**config.mk**
```make
export PLATFORM = sky130hd
export DESIGN_NAME = memCtrl
export DESIGN_NICKNAME = d
export VERILOG_FILES = /design/src/verilog/memCtrlPkg.sv /design/src/verilog/memArbiter.sv /design/src/verilog/byteCounter.sv /design/src/verilog/memPortDriver.sv /design/src/verilog/readAssembler.sv /design/src/verilog/memCtrl.sv
export VERILOG_INCLUDE_DIRS = /design/src /design/src/verilog
export SDC_FILE = /design/constraint.sdc
export NUM_CORES = 1
export LEC_CHECK = 0
export ABC_AREA = 0
export BUFFER_PORTS_ARGS = -buffer_cell sky130_fd_sc_hd__buf_2
export CAP_MARGIN = 20
export CORE_AREA = 2 2 110 112
export CTS_CLUSTER_DIAMETER = 150
export DETAILED_ROUTE_END_ITERATION = 8
export DIE_AREA = 0 0 112 114
export GPL_ROUTABILITY_DRIVEN = 0
export PLACE_DENSITY = 0.81
export SLEW_MARGIN = 10
export SYNTH_ARGS = -nofsm -noshare
export SYNTH_HDL_FRONTEND = slang
export SYNTH_HIERARCHICAL = 1
export SYNTH_SLANG_ARGS = --single-unit
```
**constraint.sdc**
```tcl
create_clock -name clk -period 20.2 [get_ports clk]
set_input_delay 1.01 -clock clk [delete_from_list [all_inputs] [get_ports clk]]
set_output_delay 1.01 -clock clk [all_outputs]
set_load 0.005 [all_outputs]
```
**src/verilog/memCtrl_macros.svh**
```systemverilog
`ifndef MEMCTRL_MACROS_SVH
`define MEMCTRL_MACROS_SVH

// processor address width
`define ADDR_W 32

// processor word width
`define WORD_W 32

// ram moves one of these per cycle
`define BYTE_W 8

// bytes held by the ram
`define RAM_DEPTH 4096

`endif

```
**src/verilog/memCtrlPkg.sv**
```systemverilog
`include "memCtrl_macros.svh"

package memCtrlPkg;

    typedef logic [`ADDR_W-1:0] addr_t;
    typedef logic [`WORD_W-1:0] word_t;
    typedef logic [`BYTE_W-1:0] byte_t;

    // value is the byte count of the access
    typedef enum logic [2:0] {
        LenByte = 3'd1,
        LenHalf = 3'd2,
        LenWord = 3'd4
    } accessLen_t;

    // kind of request being served
    typedef enum logic [1:0] {
        OpFetch,
        OpLoad,
        OpStore
    } reqKind_t;

endpackage

```
**src/verilog/memArbiter.sv**
```systemverilog
`timescale 1ns/1ps

module memArbiter (
    input  logic                   clk,
    input  logic                   rst,
    input  logic                   i_rdy,
    input  logic                   i_ioBufferFull,
    input  logic                   i_fetchEn,
    input  logic                   i_dataEn,
    input  logic                   i_dataStore,
    input  memCtrlPkg::accessLen_t i_dataLen,
    input  logic                   i_lastByte,
    output logic                   o_advance,
    output logic                   o_start,
    output memCtrlPkg::accessLen_t o_startLen,
    output memCtrlPkg::reqKind_t   o_op,
    output logic                   o_memWrite,
    output logic                   o_readIssue,
    output logic                   o_fetchDone,
    output logic                   o_dataDone
);
    import memCtrlPkg::*;

    typedef enum logic [1:0] {
        Idle,
        Access,
        Finish
    } state_t;

    state_t   state;
    reqKind_t curOp;
    reqKind_t newOp;
    logic     anyDone;
    logic     anyReq;

    // the only stall source seen by the rest of the controller
    assign o_advance = i_rdy && !i_ioBufferFull;

    // a strobe in flight means the requester still holds its enable
    assign anyDone = o_fetchDone || o_dataDone;
    assign anyReq = i_fetchEn || i_dataEn;

    // data side wins over fetch
    always_comb begin
        if (i_dataEn) begin
            newOp = i_dataStore ? OpStore : OpLoad;
        end else begin
            newOp = OpFetch;
        end
    end

    assign o_start = (state == Idle) && o_advance && anyReq && !anyDone;
    assign o_startLen = i_dataEn ? i_dataLen : LenWord;
    assign o_op = (state == Idle) ? newOp : curOp;

    assign o_memWrite = (state == Access) && (curOp == OpStore) && o_advance;
    assign o_readIssue = (state == Access) && (curOp != OpStore);

    always_ff @(posedge clk) begin
        if (rst) begin
            state <= Idle;
            curOp <= OpFetch;
            o_fetchDone <= 1'b0;
            o_dataDone <= 1'b0;
        end else begin
            // strobes last one cycle, even across a stall
            o_fetchDone <= 1'b0;
            o_dataDone <= 1'b0;
            case (state)
                Idle: begin
                    if (o_start) begin
                        state <= Access;
                        curOp <= newOp;
                    end
                end
                Access: begin
                    if (o_advance && i_lastByte) begin
                        state <= Finish;
                    end
                end
                Finish: begin
                    if (o_advance) begin
                        state <= Idle;
                        o_fetchDone <= (curOp == OpFetch);
                        o_dataDone <= (curOp != OpFetch);
                    end
                end
                default: begin
                    state <= Idle;
                end
            endcase
        end
    end

endmodule

```
**src/verilog/byteCounter.sv**
```systemverilog
`timescale 1ns/1ps

module byteCounter (
    input  logic                   clk,
    input  logic                   rst,
    input  logic                   i_advance,
    input  logic                   i_start,
    input  memCtrlPkg::accessLen_t i_startLen,
    output logic [1:0]             o_index,
    output logic                   o_lastByte
);
    import memCtrlPkg::*;

    accessLen_t len;

    assign o_lastByte = ({1'b0, o_index} == (len - 3'd1));

    always_ff @(posedge clk) begin
        if (rst) begin
            len <= LenWord;
            o_index <= 2'd0;
        end else if (i_start) begin
            len <= i_startLen;
            o_index <= 2'd0;
        end else if (i_advance && !o_lastByte) begin
            // parks on the last byte until the next start
            o_index <= o_index + 2'd1;
        end
    end

endmodule

```
**src/verilog/memPortDriver.sv**
```systemverilog
`timescale 1ns/1ps

module memPortDriver (
    input  logic                 clk,
    input  logic                 rst,
    input  logic                 i_advance,
    input  logic                 i_start,
    input  memCtrlPkg::reqKind_t i_op,
    input  memCtrlPkg::addr_t    i_fetchAddr,
    input  memCtrlPkg::addr_t    i_dataAddr,
    input  memCtrlPkg::word_t    i_dataWrData,
    input  logic [1:0]           i_index,
    input  logic                 i_lastByte,
    output memCtrlPkg::addr_t    o_memAddr,
    output memCtrlPkg::byte_t    o_memData
);
    import memCtrlPkg::*;

    addr_t base;
    word_t storeWord;
    logic  active;

    // address only leaves zero during the address cycles
    assign o_memAddr = active ? (base + addr_t'(i_index)) : '0;
    assign o_memData = storeWord[i_index * $bits(byte_t) +: $bits(byte_t)];

    always_ff @(posedge clk) begin
        if (rst) begin
            active <= 1'b0;
        end else if (i_start) begin
            active <= 1'b1;
        end else if (i_advance && i_lastByte) begin
            active <= 1'b0;
        end
    end

    always_ff @(posedge clk) begin
        if (i_start) begin
            base <= (i_op == OpFetch) ? i_fetchAddr : i_dataAddr;
            storeWord <= i_dataWrData;
        end
    end

endmodule

```
**src/verilog/readAssembler.sv**
```systemverilog
`timescale 1ns/1ps

module readAssembler (
    input  logic              clk,
    input  logic              rst,
    input  logic              i_advance,
    input  logic              i_start,
    input  logic              i_readIssue,
    input  logic [1:0]        i_index,
    input  memCtrlPkg::byte_t i_memData,
    output memCtrlPkg::word_t o_word
);
    import memCtrlPkg::*;

    logic       pendValid;
    logic [1:0] pendLane;

    always_ff @(posedge clk) begin
        if (rst) begin
            o_word <= '0;
            pendValid <= 1'b0;
            pendLane <= 2'd0;
        end else if (i_start) begin
            // zeroed word gives zero extension for short loads
            o_word <= '0;
            pendValid <= 1'b0;
        end else begin
            // only an address that really went out becomes pending
            pendValid <= i_readIssue && i_advance;
            pendLane <= i_index;
            // ram data trails its address by one edge whatever the stall
            if (pendValid) begin
                o_word[pendLane * $bits(byte_t) +: $bits(byte_t)] <= i_memData;
            end
        end
    end

endmodule

```
**src/verilog/memCtrl.sv**
```systemverilog
`timescale 1ns/1ps

module memCtrl (
    input  logic                   clk,
    input  logic                   rst,
    input  logic                   i_rdy,
    input  logic                   i_ioBufferFull,
    input  memCtrlPkg::byte_t      i_memData,
    output logic                   o_memWrite,
    output memCtrlPkg::addr_t      o_memAddr,
    output memCtrlPkg::byte_t      o_memData,
    input  logic                   i_fetchEn,
    input  memCtrlPkg::addr_t      i_fetchAddr,
    output logic                   o_fetchDone,
    output memCtrlPkg::word_t      o_fetchInst,
    input  logic                   i_dataEn,
    input  logic                   i_dataStore,
    input  memCtrlPkg::accessLen_t i_dataLen,
    input  memCtrlPkg::addr_t      i_dataAddr,
    input  memCtrlPkg::word_t      i_dataWrData,
    output logic                   o_dataDone,
    output memCtrlPkg::word_t      o_dataRdData
);
    import memCtrlPkg::*;

    logic       advance;
    logic       start;
    accessLen_t startLen;
    reqKind_t   op;
    logic       readIssue;
    logic [1:0] index;
    logic       lastByte;
    word_t      word;

    memArbiter i_memArbiter (
        .clk           (clk),
        .rst           (rst),
        .i_rdy         (i_rdy),
        .i_ioBufferFull(i_ioBufferFull),
        .i_fetchEn     (i_fetchEn),
        .i_dataEn      (i_dataEn),
        .i_dataStore   (i_dataStore),
        .i_dataLen     (i_dataLen),
        .i_lastByte    (lastByte),
        .o_advance     (advance),
        .o_start       (start),
        .o_startLen    (startLen),
        .o_op          (op),
        .o_memWrite    (o_memWrite),
        .o_readIssue   (readIssue),
        .o_fetchDone   (o_fetchDone),
        .o_dataDone    (o_dataDone)
    );

    byteCounter i_byteCounter (
        .clk       (clk),
        .rst       (rst),
        .i_advance (advance),
        .i_start   (start),
        .i_startLen(startLen),
        .o_index   (index),
        .o_lastByte(lastByte)
    );

    memPortDriver i_memPortDriver (
        .clk         (clk),
        .rst         (rst),
        .i_advance   (advance),
        .i_start     (start),
        .i_op        (op),
        .i_fetchAddr (i_fetchAddr),
        .i_dataAddr  (i_dataAddr),
        .i_dataWrData(i_dataWrData),
        .i_index     (index),
        .i_lastByte  (lastByte),
        .o_memAddr   (o_memAddr),
        .o_memData   (o_memData)
    );

    readAssembler i_readAssembler (
        .clk        (clk),
        .rst        (rst),
        .i_advance  (advance),
        .i_start    (start),
        .i_readIssue(readIssue),
        .i_index    (index),
        .i_memData  (i_memData),
        .o_word     (word)
    );

    // one assembler word, valid for whichever side sees its done strobe
    assign o_fetchInst = word;
    assign o_dataRdData = word;

endmodule

```
# After elaboration in Yosys (flattened, before gate mapping)
# Cells that the tools add are included.
# op_classes
add_sub_neg,4
n_mul,0
n_div,0
order_cmp,0
n_eq_ne,8
n_shift,3
mux,13
bitwise_logic,2
reduce_logical,24
# ops
op,n
two-way mux 32 bit,2
negator 5 -> 34 bit,1
"variable shift 8 x 34 -> 32 bit, first input constant",1
variable part select 8 x 34 -> 32 bit,1
adder 32 x 2 -> 32 bit,1
bitwise mux 32 bit,1
variable part select 32 x 6 -> 8 bit,1
two-way mux 2 bit,6
logical AND 1 bit,10
logical NOT 2 bit,3
case mux 2 bit (3 select lines),1
"== test 2 bit, second input constant",2
"!= test 2 x 1 -> 1 bit, second input constant",2
"!= test 2 bit, second input constant",2
nonzero test 2 bit,2
== test 2 x 3 -> 1 bit,1
logical NOT 1 bit,3
two-way mux 3 bit,1
AND reduction 3 bit,1
OR reduction 3 bit,1
"subtractor 3 x 1 -> 3 bit, second input constant",1
"adder 2 x 1 -> 2 bit, second input constant",1
"== test 2 x 1 -> 1 bit, second input constant",1
logical OR 1 bit,2
other kinds (4),6
# word_totals
reg_bits,111
latch_bits,0
mem_bits_rw,0
mem_bits_ro,0
input_bits,114
mem_count,0

# Logic depth before layout (Yosys ltp)
# Gate-level depths: netlist of the first run.
# logic_depth
ltp_word,7
ltp_mapped,8

# By module
# The synthesis of the first run kept the hierarchy.
# by_module_without_submodules
module,instances,cells_each,area_per_inst_um2,seq_area_each_um2
memPortDriver,1,243,3290.7,1941.9
readAssembler,1,144,1387.6,700.7
byteCounter,1,39,356.6,100.1
memArbiter,1,45,346.6,120.1
memCtrl,1,32,240.2,0.0

# Worst setup path before layout of the first run
# Ideal clock, no wire load.
# synth_timing
path_kind,input port to flip-flop
from,input port i_dataEn
to,register i_readAssembler.o_word[16]
setup_ps,121
arrival_ps,7568
t_required_ps,20079
path_slack_ps,12511
stages,5
n_path_buf,0
path_cell_list,nor2_1 > or3_1 > nor3_1 > nor2_1 > a32o_1
# synth_between
elab_chain_cells,4
# synth_rtl
element,line_no,rtl
from (decl),memCtrl.sv:16,"input logic i_dataEn,"
logical OR 1 bit,memArbiter.sv:41,assign anyReq = i_fetchEn || i_dataEn;
logical AND 1 bit (2 in a row),memArbiter.sv:52,assign o_start = (state == Idle) && o_advance && anyReq && !anyDone;
named net start,memCtrl.sv:27,logic start;
OR reduction 2 bit (no line),-,
"to (signal, indexed assignment)",readAssembler.sv:33,o_word[pendLane * $bits(byte_t) +: $bits(byte_t)] <= i_memData;
to (decl),readAssembler.sv:11,output memCtrlPkg::word_t o_word
# The timed path passes the listed nets, and every way through them passes these cells.
# A chain may end at the register's enable or synchronous reset.

# Worst setup path after layout of the first run
# layout_timing
from,register i_byteCounter.o_index[0]
to,output port o_memAddr[30]
# layout_between
elab_chain_cells,2
# layout_rtl
element,line_no,rtl
from (decl),byteCounter.sv:9,"output logic [1:0] o_index,"
from (signal assigned),byteCounter.sv:27,o_index <= o_index + 2'd1;
adder 32 x 2 -> 32 bit,memPortDriver.sv:24,assign o_memAddr = active ? (base + addr_t'(i_index)) : '0;
two-way mux 32 bit,memPortDriver.sv:24,
to (decl),memCtrl.sv:10,"output memCtrlPkg::addr_t o_memAddr,"
# No other way between the ends.

==> qor.csv, run 1 <==
metric;value;unit
grt ovf;0;
initial antenna violation count;0;
Total Wirelength;12740;um
Tmin final;4.408;ns
ys async rst share;0;
Die Span Y;114;um
core footprint;11710;um^2
number of buffers created by CTS;9;
worst hold path class;flip-flop to flip-flop;
dpl cell area;6559;um^2
setup tns final;0;ns
period utilisation layout;0.2182;
Final Cell Area;6868;um^2
worst skew pair latency;0.35;ns
Critical Path Fanout Max;17;
ant diodes;0;
ratio of cells with drive above 1 in the final layout;0.4248;
FP Rows;40;
max-cap violations;0;
Max Clk Rate;0.2269;GHz
CP max stage delay;0.89;ns
critical path's slowest cell;dfxtp_1;
via count;4527;
Hold Crit Depth;2;
ys flop type;edfxtp_1;
largest net degree at the start of global routing;80;
total track usage;0.1951;
Setup Buffers After CTS;0;
worst vdd ir;57.56;uV
Area growth syn-to-layout;22.17;%
cts hold-fix bufs;0;
CTS H-Tree Depth;3;
status;completed;
Net Count, Synth;626;
PwrDens;71.03;nW/um^2
Initial DRC Count;287;
first-pass GRT wire length;19820;um
DIE AREA;12770;um^2
routed len/inst;15.31;um
Setup WS post-layout;15.79;ns
Initial DRT Pass Iterations;4;
Mean Syn Cell Area;11.18;um^2
Worst EP arrival;3.40;ns
clock tree from TritonCTS;built;
clk sinks;111;
Post-DRT Antenna Nets;0;
# placed instances;816;
synth unique cells;55;
relative slew slack;0.3466;
clk_skew;0.005584;ns
Synth Cell Area;5622;um^2
worst path required time;19.19;ns
crit end category;output pin;
sequential area share after synthesis;0.5092;
final setup violation count;0;
CP Class;flip-flop to output pin;
Tightest Pin Transition;0.9801;ns
DRC viols;0;
Post-CTS Resized;0;
critical path cell sequence;ha_1 -> fa_1 -> and4_1 -> nand4_1 -> nor4_1 -> xnor2_1 -> nor2_1 -> buf_2;
Starting Density;0.4800;
startpoint types;flip-flop;
Slew Viols, Final;0;
Post-synth EDFFs;64;
Ys Warns;6;
CTS root buf;clkbuf_16;
P_leak;2.861;nW
num ports;221;
via/cell ratio;5.441;
Fin. Hold Viols;0;
DP Wirelength;9388;um
Post-Synthesis Cells;503;
Layout Nets;803;
IO Port Bufs;220;
R2R depth;6;
die width;112;um
Max Buffers Root-to-Sink;2;
RSZ-0062 raised after global routing;false;
vias in the first global route;4214;
Worst-path clk slew;0.08;ns
final non-filler cell total;832;
flop and latch count out of synthesis;111;
Post-Place Setup Slack;16.18;ns
==> synth_stat cells, types with 3 or more instances <==
| cell type | instances | area, um^2 |
|---|---|---|
| edfxtp_1 | 64 | 1922 |
| dfxtp_1 | 47 | 940.9 |
| nor2_1 | 39 | 146.4 |
| nand2_1 | 35 | 131.4 |
| buf_4 | 32 | 240.2 |
| mux2_2 | 32 | 360.4 |
| a21oi_1 | 31 | 155.2 |
| nand4_1 | 24 | 150.1 |
| nand3_1 | 18 | 90.09 |
| xor2_1 | 15 | 131.4 |
| o21ai_0 | 12 | 60.06 |
| clkbuf_1 | 11 | 41.29 |
| or3_1 | 11 | 68.82 |
| xnor2_1 | 11 | 96.34 |
| inv_1 | 10 | 37.54 |
| a32o_1 | 8 | 80.08 |
| and3_1 | 8 | 50.05 |
| ha_1 | 8 | 100.1 |
| mux4_2 | 8 | 180.2 |
| a32oi_1 | 5 | 43.79 |
| and2_1 | 5 | 31.28 |
| buf_2 | 5 | 25.02 |
| nor3_1 | 5 | 25.02 |
| buf_6 | 4 | 45.04 |
| mux2i_1 | 4 | 40.04 |
| nor4_1 | 4 | 25.02 |
| a2bb2oi_1 | 3 | 26.28 |
| and4_1 | 3 | 26.28 |
| clkbuf_2 | 3 | 15.01 |
| nand2b_1 | 3 | 18.77 |
| nor2b_1 | 3 | 18.77 |
| nor3b_1 | 3 | 22.52 |
==> layout by cell type (no fill, tap or decap), types with 3 or more instances in the layout <==
master and n:
buf_2 220, edfxtp_1 64, dfxtp_1 47, nor2_1 38, nand2_1 35, mux2_2 32, a21oi_1 31, nand4_1 24
nand3_1 18, xor2_1 15, o21ai_0 12, xnor2_1 11, or3_1 11, inv_1 10, clkbuf_16 9, ha_1 8
and3_1 8, mux4_2 8, a32o_1 8, and2_1 5, a32oi_1 5, inv_8 4, nor3_1 4, mux2i_1 4
nor4_1 4, nor3b_1 3, nor2b_1 3, nand2b_1 3, and4_1 3, a2bb2oi_1 3
==> power by group <==
group	leakage, nW	switching [W]	internal [W]
combinational	1.74	0.0000268	0.0000272
sequential	0.971	0.00000657	0.000248
clock	0.153	0.0000875	0.0000919
==> sequential cells by signal (all words and copies together) (netlist names) <==
register / count
i_byteCounter/o_index: 2
i_readAssembler/o_word: 32
i_readAssembler/pendLane: 2
i_readAssembler/pendValid: 1
i_memArbiter/curOp: 2
i_memArbiter/state: 2
i_memPortDriver/active: 1
i_memPortDriver/storeWord: 32
i_memPortDriver/base: 32
i_memArbiter/o_fetchDone: 1
i_memArbiter/o_dataDone: 1
i_byteCounter/len: 3
==> stage by stage <==
stage	hold slack, ns	power, W	utilization
after floorplan	0.4604	0.0002909	-
after global placement	0.4478	0.0003116	0.5600
after detailed placement	0.4560	0.0003137	0.5600
after CTS	0.4648	0.0004940	0.5864
after global routing	0.4897	0.0005097	0.5864
final	0.4657	0.0004878	0.5864
==> kinds of logic after synthesis <==
logic type	count (synthesis)	synth area share
flops	111	0.5092
mux	44	0.1033
fa+ha+maj	9	0.02137
xor+xnor	26	0.04051
simple gates	178	0.1740
buf+inv	66	0.07256
compound gates	69	0.07901
==> routing by layer <==
metal	global-route usage	part of all wire
met2	0.3325	0.49
met1	0.2353	0.42
met5	0	0
met4	0.09431	0.029
met3	0.04463	0.069
==> final cells by class <==
type,instances,area (um^2)
inverter,10,37.54
tap,147,183.9
multi-input combinational,326,2359
fill,943,4843
timing repair buffer,222,1116
clock inverter,6,70.07
clock buffer,10,239.0
sequential,111,2863
==> critical path: cells and delay by family (launching register included) <==
family	cells	cell delay (ns)
simple gates	4	1.27
xor+xnor	1	0.17
flops	1	0.89
buf+inv	1	0.16
fa+ha+maj	2	0.56
==> worst paths after layout <==
kind                              start                    endpoint  slack (ns)
max            i_byteCounter/o_index[0]               o_memAddr[30]       15.79
min          i_readAssembler/o_word[31]  i_readAssembler/o_word[31]        0.47
min reg2reg  i_readAssembler/o_word[31]  i_readAssembler/o_word[31]        0.47
max reg2reg       i_memArbiter/state[0]  i_readAssembler/o_word[23]       17.16
Note: power is estimated with default switching activity, not from simulation.
==> run 2, diff against run 1 <==
--- a/config.mk
+++ b/config.mk
@@ -9,12 +9,12 @@
 export ABC_AREA = 0
 export BUFFER_PORTS_ARGS = -buffer_cell sky130_fd_sc_hd__buf_2
 export CAP_MARGIN = 20
-export CORE_AREA = 2 2 110 112
+export CORE_AREA = 2 2 117 119
 export CTS_CLUSTER_DIAMETER = 150
 export DETAILED_ROUTE_END_ITERATION = 8
-export DIE_AREA = 0 0 112 114
+export DIE_AREA = 0 0 119 121
 export GPL_ROUTABILITY_DRIVEN = 0
-export PLACE_DENSITY = 0.81
+export PLACE_DENSITY = 0.76
 export SLEW_MARGIN = 10
 export SYNTH_ARGS = -nofsm -noshare
 export SYNTH_HDL_FRONTEND = slang
==> constraint.sdc (replaced) <==
create_clock -name clk -period 3.6 [get_ports clk]
set_input_delay 0.18 -clock clk [delete_from_list [all_inputs] [get_ports clk]]
set_output_delay 0.18 -clock clk [all_outputs]
set_load 0.005 [all_outputs]
==> run 2 against run 1 <==
Against the previous run:
- hold slack worse by 0.45 ns
- register-to-register slack worse by 16 ns
- core utilization down 4.1 points
- non-clock buffer count up 26
- setup slack worse by 15 ns
- final cell count up 6.6%
- critical path depth down 1
- design area up 3.9%
- sequential share of layout area down 1.6 points
- clock skew up 0.0011 ns
- die area up 13%
- clock power rose to 5.3 times the previous value
- critical path type unchanged
==> qor.csv, run 2 (synthesis gave the netlist of run 1 again) <==
metric;value;unit;change
worst path required time;3.42;ns;-15.77 ns
Fillers;1117;;+18%
setup tns final;0;ns;unchanged
CP max stage delay;0.59;ns;-0.30 ns
most frequent cells in the layout;buf_2 (220), edfxtp_1 (64), dfxtp_1 (47);;
Starting Density;0.4296;;-0.05040
largest net degree at the start of global routing;79;;-1.3%
net switching power;0.0006647;W;+450%
first-pass GRT wire length;21310;um;+7.5%
Final Cell Area;7138;um^2;+3.9%
vias in the first global route;4348;;+3.2%
ratio of cells with drive above 1 in the final layout;0.4107;;-0.01413
Tmin final;3.030;ns;
Comb power frac;0.127;;+0.016
via count;4631;;+2.3%
P_leak;2.951;nW;+3.2%
num ports;221;;unchanged
Max Clk Rate;0.3301;GHz;
Pint;0.002042;W;+460%
dpl cell area;6616;um^2;+0.88%
Die Span Y;121;um;+6.1%
CTS root buf;clkbuf_16;;
ant diodes;0;;unchanged
CP top delay family;simple AND/OR/NAND/NOR gates;;
commonest non-fill, non-tap cell in the layout;buf_2;;
worst hold start;i_dataWrData[6];;
Fin. Hold Viols;0;;unchanged
critical path's slowest cell;or4b_1;;
clock tree from TritonCTS;built;;
Sequential Power Share;0.524;;+0.002
routed len/inst;15.66;um;+2.3%
switching share of power;0.2456;;-0.002047
final setup violation count;0;;unchanged
Worst-path clk slew;0.08;ns;about the same
Post-DRT Antenna Nets;0;;unchanged
worst hold path class;primary input to flip-flop;;
number of buffers created by CTS;9;;unchanged
worst vdd ir;276.2;uV;+380%
worst skew pair latency;0.35;ns;about the same
CP Class;flip-flop to output pin;;
# placed instances;847;;+3.8%
RSZ-0062 raised after global routing;false;;
Max Buffers Root-to-Sink;2;;unchanged
status;completed;;
initial antenna violation count;0;;unchanged
max-cap violations;0;;unchanged
clock share of power;0.349;;-0.019
Layout Nets;829;;+3.2%
total track usage;0.1904;;-0.004625
crit end category;output pin;;
period utilisation layout;0.8415;;
Worst EP arrival;2.85;ns;-0.55 ns
IO Port Bufs;220;;unchanged
FP Rows;42;;+5.0%
relative slew slack;0.3267;;-0.01996
Critical Path Fanout Max;9;;-8
critical path cell sequence;ha_1 -> a21o_1 -> and3_1 -> or4b_1 -> or3_1 -> a21oi_1 -> buf_2;;
via/cell ratio;5.221;;-4.0%
core footprint;13090;um^2;+12%
Slew Viols, Final;0;;unchanged
final non-filler cell total;887;;+6.6%
Initial DRT Pass Iterations;4;;unchanged
Worst setup startpoint;i_memPortDriver/base[1];;
Area growth syn-to-layout;26.98;%;
DIE AREA;14400;um^2;+13%
CP Buf/Inv Count;1;;unchanged
die width;119;um;+6.3%
CTS H-Tree Depth;3;;unchanged
grt ovf;0;;unchanged
Post-CTS Resized;0;;unchanged
clk sinks;111;;unchanged
clk_skew;0.006685;ns;+0.001101 ns
r2r startpoint;i_memArbiter/state[0];;
Total Wirelength;13890;um;+9.0%
DRC viols;0;;unchanged
DP Wirelength;9880;um;+5.2%
PwrDens;379.2;nW/um^2;+430%
Initial DRC Count;255;;-11%
startpoint types;flip-flop;;
Tightest Pin Transition;1.010;ns;+0.02994 ns
biggest regs;i_memPortDriver/base: 32 flops, i_memPortDriver/storeWord: 32 flops, i_readAssembler/o_word: 32 flops;;
run 2: cell count changes in the layout (fill, tap and decap cells not counted):
cell and delta:
buf_4 +2, clkbuf_8 -1, dlygate4sd3_1 +24, clkinvlp_4 +2, nor3_2 -1, clkinv_1 +1, inv_6 +2, nor3_4 +1
inv_8 -3, clkinv_8 -1
run 2: what timing repair did:
item | in CTS | in global routing
hold buffers | 24 | 0
buffers inserted | 0 | 0
setup endpoints to repair | 0 | 0
endpoints found under the hold margin | 24 | 0
run 2: area by class of cell:
| type | instances | area [um^2] | area share |
|---|---|---|---|
| clock inverters | 7 | 56.30 | 0.007888 |
| flip-flops and latches | 111 | 2863 | 0.4011 |
| well taps | 176 | 220.2 | 0.03085 |
| inverters | 10 | 37.54 | 0.005259 |
| clock buffers | 9 | 225.2 | 0.03155 |
| repair buffers | 248 | 1371 | 0.1921 |
| multi-input cells | 326 | 2365 | 0.3313 |
run 2: layer usage:
metal  track usage  vias up  part of all wire
met4       0.07440        0             0.017
li1              -     2238                 -
met3       0.03571       19             0.064
met2        0.3506      208              0.52
met5             0        -                 0
met1        0.2181     2166              0.40
run 2: per-stage QoR:
| stage | hold slack (ns) | setup slack, ns | total power, W | utilization |
|---|---|---|---|---|
| after floorplan | 0.2491 | 0.1846 | 0.001629 | - |
| after global placement | 0.3565 | 1.010 | 0.001755 | 0.5056 |
| after detailed placement | 0.3581 | 0.9603 | 0.001768 | 0.5056 |
| after CTS | 0.0005159 | 0.5617 | 0.002737 | 0.5455 |
| after global routing | 0.001784 | 0.4181 | 0.002829 | 0.5455 |
| final | 0.01490 | 0.5705 | 0.002707 | 0.5455 |
run 2: path summary, 6_finish.rpt:
check,to,slack [ns],cells past startpoint
worst max-delay path,o_memAddr[31],0.57,7
worst min-delay path,i_memPortDriver/storeWord[6],0.01,1
worst max register to register,i_readAssembler/o_word[19],0.99,5
worst min register to register,i_readAssembler/o_word[26],0.46,2
run 2: power by group through the flow:
stage | registers, W | clock network (W) | logic (W)
after global routing | 0.00142 | 0.00103 | 0.000375
after detailed placement | 0.00145 | 0 | 0.000322
after global placement | 0.00144 | 0 | 0.000311
final | 0.00142 | 0.000945 | 0.000343
after floorplan | 0.00144 | 0 | 0.000189
after CTS | 0.00142 | 0.000976 | 0.000343
